## config.mk

```make
export PLATFORM = sky130hd
export DESIGN_NAME = pulse_meter_top
export DESIGN_NICKNAME = d
export VERILOG_FILES = /design/src/hw/pulse_meter_pkg.sv /design/src/hw/gate_timer.sv /design/src/hw/decade_counter.sv /design/src/hw/result_readout.sv /design/src/hw/pulse_meter_top.sv
export SDC_FILE = /design/constraint.sdc
export NUM_CORES = 1
export LEC_CHECK = 0
export BUFFER_PORTS_ARGS = -buffer_cell sky130_fd_sc_hd__buf_2
export CAP_MARGIN = 20
export CORE_MARGIN = 2
export CORE_UTILIZATION = 45
export DETAILED_ROUTE_END_ITERATION = 10
export GPL_TIMING_DRIVEN = 0
export PLACE_DENSITY_LB_ADDON = 0.15
export SLEW_MARGIN = 20
export SYNTH_ARGS = -nofsm -noshare
export SYNTH_HDL_FRONTEND = slang
export SYNTH_HIERARCHICAL = 1
export SYNTH_SLANG_ARGS = --single-unit
```

## constraint.sdc

```tcl
create_clock -name clk -period 5.3 [get_ports clk]
set_clock_uncertainty 0.15 [all_clocks]
set_input_delay 0.265 -clock clk [delete_from_list [all_inputs] [get_ports clk]]
set_output_delay 0.265 -clock clk [all_outputs]
set_load 0.01 [all_outputs]
```

## src/hw/pulse_meter_pkg.sv

```systemverilog
package pulse_meter_pkg;

    ////////////////////////////////////////////////////////////
    // Counter geometry
    ////////////////////////////////////////////////////////////

    // Eight decades, so up to 99,999,999 counts per window
    localparam int num_digits = 8;

    // One second at 100 MHz
    localparam int default_gate_cycles = 100_000_000;

    typedef logic [3:0] bcd_digit_t;

    // Highest legal value of one decade
    localparam bcd_digit_t bcd_max = 4'd9;

    ////////////////////////////////////////////////////////////
    // Count and result words
    ////////////////////////////////////////////////////////////

    // Digit 0 is the least significant decade
    typedef struct packed {
        logic                              overflow;
        bcd_digit_t [num_digits-1:0]       digits;
    } bcd_count_t;

    // What the host sees for one window
    typedef struct packed {
        logic       missed;
        bcd_count_t count;
    } meas_result_t;

endpackage

```

## src/hw/gate_timer.sv

```systemverilog
module gate_timer #(
    parameter int gate_cycles = pulse_meter_pkg::default_gate_cycles
) (
    input  logic clk,
    input  logic rst_n,
    input  logic en,
    output logic gate_open,
    output logic gate_done
);

    // Position inside the open window from 0 to gate_cycles-1
    localparam int cnt_w = (gate_cycles > 1) ? $clog2(gate_cycles) : 1;

    logic [cnt_w-1:0] cnt_q;
    logic             last_cycle;

    assign last_cycle = (cnt_q == cnt_w'(gate_cycles - 1));

    ////////////////////////////////////////////////////////////
    // Window sequencing
    ////////////////////////////////////////////////////////////

    // Open for gate_cycles, then one idle cycle, then open again
    always_ff @(posedge clk or negedge rst_n) begin
        if (!rst_n) begin
            gate_open <= 1'b0;
            cnt_q     <= '0;
        end else if (!en) begin
            // Back to idle so the next enable starts a full window
            gate_open <= 1'b0;
            cnt_q     <= '0;
        end else if (!gate_open) begin
            gate_open <= 1'b1;
            cnt_q     <= '0;
        end else if (last_cycle) begin
            gate_open <= 1'b0;
            cnt_q     <= '0;
        end else begin
            cnt_q <= cnt_q + 1'b1;
        end
    end

    // End-of-window strobe in the last open cycle
    assign gate_done = gate_open & en & last_cycle;

    ////////////////////////////////////////////////////////////
    // Checks
    ////////////////////////////////////////////////////////////

    // An enabled window closes only right after its end strobe
    a_close_after_done: assert property (
        @(posedge clk) disable iff (!rst_n)
        ($fell(gate_open) && $past(en)) |-> $past(gate_done)
    );

endmodule

```

## src/hw/decade_counter.sv

```systemverilog
module decade_counter (
    input  logic                        clk,
    input  logic                        rst_n,
    input  logic                        en,
    input  logic                        pulse,
    input  logic                        gate_open,
    output pulse_meter_pkg::bcd_count_t count
);

    ////////////////////////////////////////////////////////////
    // Input synchronizer and edge detect
    ////////////////////////////////////////////////////////////

    logic sync1_q;
    logic sync2_q;
    logic edge_q;
    logic pulse_rise;

    always_ff @(posedge clk or negedge rst_n) begin
        if (!rst_n) begin
            sync1_q <= 1'b0;
            sync2_q <= 1'b0;
            edge_q  <= 1'b0;
        end else if (!en) begin
            sync1_q <= 1'b0;
            sync2_q <= 1'b0;
            edge_q  <= 1'b0;
        end else begin
            sync1_q <= pulse;
            sync2_q <= sync1_q;
            edge_q  <= sync2_q;
        end
    end

    assign pulse_rise = sync2_q & ~edge_q;

    // Window start detect, used to restart the count
    logic gate_q;
    logic gate_rise;

    always_ff @(posedge clk or negedge rst_n) begin
        if (!rst_n) begin
            gate_q <= 1'b0;
        end else begin
            gate_q <= gate_open & en;
        end
    end

    assign gate_rise = gate_open & ~gate_q;

    ////////////////////////////////////////////////////////////
    // Cascaded decades
    ////////////////////////////////////////////////////////////

    // carry[i] increments decade i; carry[num_digits] is the overflow
    logic [pulse_meter_pkg::num_digits:0]                               carry;
    pulse_meter_pkg::bcd_digit_t [pulse_meter_pkg::num_digits-1:0]     digits;
    logic                                                               overflow_q;

    assign carry[0] = pulse_rise & gate_open;

    for (genvar i = 0; i < pulse_meter_pkg::num_digits; i++) begin : g_decade
        pulse_meter_pkg::bcd_digit_t digit_q;
        pulse_meter_pkg::bcd_digit_t base;
        logic                        at_max;

        // First window cycle counts from zero
        assign base   = gate_rise ? '0 : digit_q;
        assign at_max = (base == pulse_meter_pkg::bcd_max);

        // Carry ripples through in the same cycle
        assign carry[i+1] = carry[i] & at_max;

        always_ff @(posedge clk or negedge rst_n) begin
            if (!rst_n) begin
                digit_q <= '0;
            end else if (!en) begin
                digit_q <= '0;
            end else if (carry[i]) begin
                digit_q <= at_max ? '0 : base + 1'b1;
            end else begin
                digit_q <= base;
            end
        end

        assign digits[i] = digit_q;

        a_digit_bcd: assert property (
            @(posedge clk) disable iff (!rst_n)
            digit_q <= pulse_meter_pkg::bcd_max
        );
    end

    // Sticky until the next window starts
    always_ff @(posedge clk or negedge rst_n) begin
        if (!rst_n) begin
            overflow_q <= 1'b0;
        end else if (!en) begin
            overflow_q <= 1'b0;
        end else if (gate_rise) begin
            overflow_q <= carry[pulse_meter_pkg::num_digits];
        end else if (carry[pulse_meter_pkg::num_digits]) begin
            overflow_q <= 1'b1;
        end
    end

    assign count.overflow = overflow_q;
    assign count.digits   = digits;

endmodule

```

## src/hw/result_readout.sv

```systemverilog
module result_readout (
    input  logic                          clk,
    input  logic                          rst_n,
    input  logic                          en,
    input  logic                          gate_done,
    input  pulse_meter_pkg::bcd_count_t   count,
    output pulse_meter_pkg::meas_result_t result,
    output logic                          req,
    input  logic                          ack
);

    typedef enum logic [1:0] {
        st_idle,
        st_req,
        st_wait_ack_low
    } state_t;

    state_t state_q;
    logic   lost_q;
    logic   can_load;

    // Free once the previous ack has been seen low
    assign can_load = (state_q == st_idle) ||
                      ((state_q == st_wait_ack_low) && !ack);

    ////////////////////////////////////////////////////////////
    // Handshake FSM and result register
    ////////////////////////////////////////////////////////////

    always_ff @(posedge clk or negedge rst_n) begin
        if (!rst_n) begin
            state_q <= st_idle;
            lost_q  <= 1'b0;
            result  <= '0;
        end else if (!en) begin
            state_q <= st_idle;
            lost_q  <= 1'b0;
            result  <= '0;
        end else begin
            case (state_q)
                st_idle: begin
                    if (gate_done) begin
                        state_q <= st_req;
                    end
                end
                st_req: begin
                    if (ack) begin
                        state_q <= st_wait_ack_low;
                    end
                end
                st_wait_ack_low: begin
                    // ack low and a fresh window ready, go straight back to req
                    if (!ack) begin
                        state_q <= gate_done ? st_req : st_idle;
                    end
                end
                default: state_q <= st_idle;
            endcase

            if (gate_done) begin
                if (can_load) begin
                    result.count  <= count;
                    result.missed <= lost_q;
                    lost_q        <= 1'b0;
                end else begin
                    // Host still busy, this window is dropped
                    lost_q <= 1'b1;
                end
            end
        end
    end

    assign req = (state_q == st_req);

    ////////////////////////////////////////////////////////////
    // Handshake checks
    ////////////////////////////////////////////////////////////

    a_req_holds: assert property (
        @(posedge clk) disable iff (!rst_n || !en)
        $fell(req) |-> $past(ack)
    );

    a_result_stable: assert property (
        @(posedge clk) disable iff (!rst_n || !en)
        (req && !ack) |=> $stable(result)
    );

endmodule

```

## src/hw/pulse_meter_top.sv

```systemverilog
module pulse_meter_top #(
    parameter int gate_cycles = pulse_meter_pkg::default_gate_cycles
) (
    input  logic                          clk,
    input  logic                          rst_n,
    input  logic                          en,
    input  logic                          pulse,
    input  logic                          ack,
    output pulse_meter_pkg::meas_result_t result,
    output logic                          req,
    output logic                          gate
);

    ////////////////////////////////////////////////////////////
    // Internal nets
    ////////////////////////////////////////////////////////////

    logic                        gate_done;
    pulse_meter_pkg::bcd_count_t count;

    ////////////////////////////////////////////////////////////
    // Window timing and counting, side by side
    ////////////////////////////////////////////////////////////

    gate_timer #(
        .gate_cycles (gate_cycles)
    ) i_gate_timer (
        .clk       (clk),
        .rst_n     (rst_n),
        .en        (en),
        .gate_open (gate),
        .gate_done (gate_done)
    );

    // Counts only while the window is open
    decade_counter i_decade_counter (
        .clk       (clk),
        .rst_n     (rst_n),
        .en        (en),
        .pulse     (pulse),
        .gate_open (gate),
        .count     (count)
    );

    ////////////////////////////////////////////////////////////
    // Host readout
    ////////////////////////////////////////////////////////////

    result_readout i_result_readout (
        .clk       (clk),
        .rst_n     (rst_n),
        .en        (en),
        .gate_done (gate_done),
        .count     (count),
        .result    (result),
        .req       (req),
        .ack       (ack)
    );

endmodule

```

== Word level (Yosys, flattened, before mapping) ==
Cells that the tools add are included.

* Multiplexer cells: 56
* Equal/unequal tests: 17
* Reduce and logical (&&, ||, !) cells: 6
* Bitwise logic cells: 15
* Add/sub/neg operators: 9

{| class="wikitable"
|+ Operators by type and width
! operator !! count
|-
| $mux W4 || 32
|-
| $mux W34 || 3
|-
| $mux W27 || 3
|-
| $add A4 B1 Y4 const B || 8
|-
| $eq A4 B4 Y1 const B || 8
|-
| $add A27 B1 Y27 const B || 1
|-
| $eq A27 B27 Y1 const B || 1
|-
| $and A1 B1 Y1 || 13
|-
| $mux W1 || 13
|-
| $mux W2 || 4
|-
| $ne A3 B3 Y1 const B || 2
|-
| $pmux W2 S3 || 1
|-
| $ne A2 B1 Y1 const B || 2
|-
| $ne A3 B1 Y1 const B || 1
|-
| $ne A3 B2 Y1 const B || 1
|-
| $reduce_and A3 Y1 || 1
|-
| $eq A2 B1 Y1 const B || 1
|-
| $eq A2 B2 Y1 const B || 1
|-
| $logic_not A2 Y1 || 1
|-
| $not A1 Y1 || 2
|-
| $reduce_and A2 Y1 || 1
|-
| $logic_and A1 B1 Y1 || 1
|-
| $logic_not A1 Y1 || 1
|-
| $logic_or A1 B1 Y1 || 1
|}

* Register bits after elaboration: 102
* Input port bits: 5
* Output and inout port bits: 36

== Logic depth before layout (Yosys ltp) ==
* Depth after elaboration: 15
* Depth in mapped cells: 11
* Gate-level depth less buffers: 9

== Hierarchy ==
Netlist, hierarchy kept.

{| class="wikitable"
|+ Modules (own cells, without submodules)
! module !! times used !! sequential area each (um2) !! area an instance (um2) !! cells each
|-
| decade_counter || 1 || 925.9 || 2297.2 || 256
|-
| result_readout || 1 || 925.9 || 1684.1 || 160
|-
| gate_timer || 1 || 700.7 || 1461.4 || 149
|}

== Worst setup path after synthesis ==
Ideal clock, no wire load.

* Path type: reg-to-reg
* From: register i_gate_timer.gate_open
* To: register i_decade_counter.g_decade[7].digit_q[1]
* Buffers on the path: 2
* Cell stages (with the launch flop): 12
* Slack: 1.998 ns
* Data arrival time: 3.074 ns
* Clock period less this slack: 3.302 ns
* Required time: 5.072 ns
* Cell sequence: dfrtp_1 > or2b_1 > buf_2 > clkbuf_1 > and2_1 > inv_1 > ha_1 > nand3b_4 > or4b_4 > or4_4 > or4_1 > a21oi_1

* Word-level cells in the longest chain between the ends: 12

{| class="wikitable"
|+ RTL lines
! what !! line !! text
|-
| start, declared || gate_timer.sv:7 || <nowiki>output logic gate_open,</nowiki>
|-
| start signal, assigned || gate_timer.sv:26 || <nowiki>gate_open <= 1'b0;</nowiki>
|-
| start signal, assigned || gate_timer.sv:30 || <nowiki>gate_open <= 1'b0;</nowiki>
|-
| start signal, assigned || gate_timer.sv:33 || <nowiki>gate_open <= 1'b1;</nowiki>
|-
| $and A1 B1 Y1 || decade_counter.sv:49 || <nowiki>assign gate_rise = gate_open & ~gate_q;</nowiki>
|-
| $mux W4 || decade_counter.sv:68 || <nowiki>assign base = gate_rise ? '0 : digit_q;</nowiki>
|-
| $eq A4 B4 Y1 || decade_counter.sv:69 || <nowiki>assign at_max = (base == pulse_meter_pkg::bcd_max);</nowiki>
|-
| $and A1 B1 Y1 (7 in series) || decade_counter.sv:72 || <nowiki>assign carry[i+1] = carry[i] & at_max;</nowiki>
|-
| $mux W4 * || decade_counter.sv:79 || <nowiki>end else if (carry[i]) begin</nowiki>
|-
| $mux W4 * || decade_counter.sv:77 || <nowiki>end else if (!en) begin</nowiki>
|-
| end signal, assigned || decade_counter.sv:80 || <nowiki>digit_q <= at_max ? '0 : base + 1'b1;</nowiki>
|-
| end signal, assigned || decade_counter.sv:82 || <nowiki>digit_q <= base;</nowiki>
|-
| end, declared || decade_counter.sv:63 || <nowiki>pulse_meter_pkg::bcd_digit_t digit_q;</nowiki>
|}

Mark *: on every way between the ends. The rest lies on a longest branch, timed or not.
A chain may end at the register's enable or synchronous reset.

== Worst setup path in the final report ==
Same ends and word-level chain as after synthesis.

==> results.md <==
* Mapped Cells at 565
* DR WL/cell at 16.4 um
* Crit start category: flop
* Multi-input logic area at 2650 um^2
* Initial antenna violation count at 0
* Root Buffer Master: clkbuf_16
* Critical Path, Cell by Cell: or2b_1, buf_2, clkbuf_1, and2_1, ha_1, and4b_1, nand4_1, or4_4, or4_1, a21oi_1
* Comb pwr share at ~4.2%
* Worst-Margin Slew at 0.700 ns
* Design internal power at roughly 1200 uW
* Setup_tns at 0 ns
* Synth Area per Inst at approximately 9.6 um^2
* # diodes at 0
* Die width at 114 um
* Synth area leaders: dfrtp_1 47%, nand2_1 7.2%, mux2i_1 6.4%
* Flop-to-flop setup slack at 1.42 ns
* Yosys reg bits at 102
* Vias post-DR at 4253
* Initial detailed-routing violation count at roughly 160
* Most numerous cell in the Yosys netlist: nand2_1
* Tot Pwr at 1540 uW
* IO buf count at 40
* Die H at 114 um
* RSZ-0062 raised after global routing: no
* I/O pin count at 41
* Vias in the first global route at about 4400
* Layout fillers at 1128
* Global-route wire length before repair at 21400 um
* Highest routed layer: met4
* Clock Latency Late Sink at approximately 0.35 ns
* Final setup violation count at 0
* Clock share of power at 45.0%
* Met2 WL at 6160 um
* FMAX at 258 MHz
* Count of final hold-check violations at 0
* Max-cap violation count at 0
* Tmin final at approximately 3.9 ns
* # clock sinks at roughly 100
* CP Max Fanout at 10
* Final max-slew violation count at 0
* Max Root-Sink Buffers at 2
* Final HPWL DP at 9030 um
* Syn-to-layout area delta at 13.7%
* # H-tree levels at 3
* Syn_nets at approximately 590
* Delay-heaviest family, CP: simple AND/OR/NAND/NOR gates
* CP Class: reg2reg
* Row cnt at 40
* CP Data Arrival Time at 4.00 ns
* Flop pwr share at 50.9%
* Storage cell area at 2550 um^2
* Total track usage at 20.9%
* Gr ovfl total at 0
* Most instantiated cells after synthesis: 105 x nand2_1, 102 x dfrtp_1, 54 x nor2_1
* CP Buf/Inv Count at 2
* Power density cells at 249 nW/um^2
* Worst EP required at 5.42 ns
* Slew margin rel. at 52.9%
* Drt first pass iters at 4
* Sw frac at 21.9%
* Clock slew at reported path FFs at 0.07 ns
* Ys flop type: dfrtp_1
* Synth top area share at 46.9%
* Crit-path slowest cell: or4_4
* Nets at 641
* Biggest area consumer among synthesized cells: dfrtp_1
* DRT antenna net count at 0
* CTS tree: done
* GPL Wtd Cong at 0.815
* Cell variety after synth at 60
* Worst hold-check path type: in2reg
* Post-synthesis sequential area ratio at between 40% and 50%
* Switch Pwr at 336 uW
* DRC at 0
* Layout cells sized above 1 at 13.5%
* Post-DR vias/cell at between 5 and 6
* Critical Path Max Stage Delay at 0.65 ns
* Post-synth ARST share at 100%
* Die area at 13000 um^2
* YS warnings at 6
* Num CTS Buffers at 9
* Post-synth EDFFs at 0
* Setup repair bufs after CTS at 0
* Synth Cell Area at 5440 um^2
* Met3 routed WL at about 480 um
* Core area at 11900 um^2
* Setup crit end kind: flop
* PostCTS Resize Cnt at 0
* Total wire length at 12600 um
* Period utilization at between 70% and 80%
* Peak supply drop at 0.125 mV
* Hold-fix buffers, CTS at 2
* Largest net degree at the start of global routing at 58
* DRT met1 WL at 5770 um
* Status: finished, final reports clean
* Initial Util at 45.7%
* P_leak at 0.00275 uW
state kept, by name, indices dropped and copies added (netlist names):
signal and cells:
i_result_readout/result 34, i_decade_counter/g_decade.digit_q 32, i_gate_timer/cnt_q 27, i_result_readout/state_q 2
i_decade_counter/edge_q 1, i_decade_counter/gate_q 1, i_decade_counter/overflow_q 1, i_decade_counter/sync1_q 1
i_decade_counter/sync2_q 1, i_gate_timer/gate_open 1, i_result_readout/lost_q 1
layer usage:
metal / vias to the layer above / GRT usage (%)
met4: 0 / 6.75
met2: 74 / 35.4
met1: 2099 / 27.3
li1: 2063 / -
met5: - / 0
met3: 17 / 3.93
cell type report:
class                   count  share of cell area [%]
clock buffers              10                    3.70
repair buffers             43                    4.10
well taps                 147                    2.97
plain buffers              28                    2.89
flip-flops and latches    102                    41.2
inverters                  17                    1.03
clock inverters             5                    1.21
multi-input cells         418                    42.9
per-stage QoR:
| stage | utilization (%) | instances | area (um^2) | hold WS, ns | setup WS [ns] |
|---|---|---|---|---|---|
| global route | 52.0 | 770 | 6190 | 0.0627 | 1.20 |
| global placement | 48.9 | 752 | 5830 | 0.287 | 1.26 |
| floorplan | - | 565 | 5440 | -0.181 | 2.00 |
| CTS | 51.9 | 770 | 6180 | 0.0525 | 1.25 |
| detailed placement | 49.2 | 753 | 5860 | 0.0746 | 1.27 |
| finish | 52.0 | 770 | 6190 | 0.0608 | 1.42 |
cells by family after synthesis:
group / synth area share [%]
and+or+nand+nor: 26.6
DFF: 46.9
AOI/OAI and AO/OA: 6.74
buffers and inverters: 4.46
muxes: 6.85
xor gates and xnor gates: 4.51
adders and majority gates: 3.91
layout by cell type (no fill, tap or decap), drive strengths merged, types with 10 or more instances in the layout:
master  instances
o21ai          10
a21oi          23
nand2         105
clkbuf         27
nor3           14
and2           13
nand4          14
dfrtp         102
nand3          26
nor2           54
xnor2          21
ha             17
buf            52
mux2i          35
inv            17
final timing paths:
kind | startpoint | to | cells after the start
setup / recovery | i_gate_timer/gate_open | i_decade_counter/g_decade[7].digit_q[1] | 10
hold / removal | ack | i_result_readout/state_q[1] | 2
setup reg to reg | i_gate_timer/gate_open | i_decade_counter/g_decade[7].digit_q[1] | 10
hold reg to reg | i_gate_timer/cnt_q[0] | i_gate_timer/cnt_q[0] | 1
max in group asynchronous | rst_n | i_decade_counter/g_decade[6].digit_q[0] | 3
min in group asynchronous | rst_n | i_result_readout/state_q[1] | 2
power by group through the flow:
stage / registers [uW] / logic, uW / clock network (uW)
finish: 783 / 64.1 / 692
global route: 783 / 71.8 / 740
CTS: 783 / 65.7 / 713
detailed placement: 798 / 64.2 / 0
global placement: 798 / 60.5 / 0
floorplan: 798 / 26.6 / 0
Power figures use the tool's default switching activity.
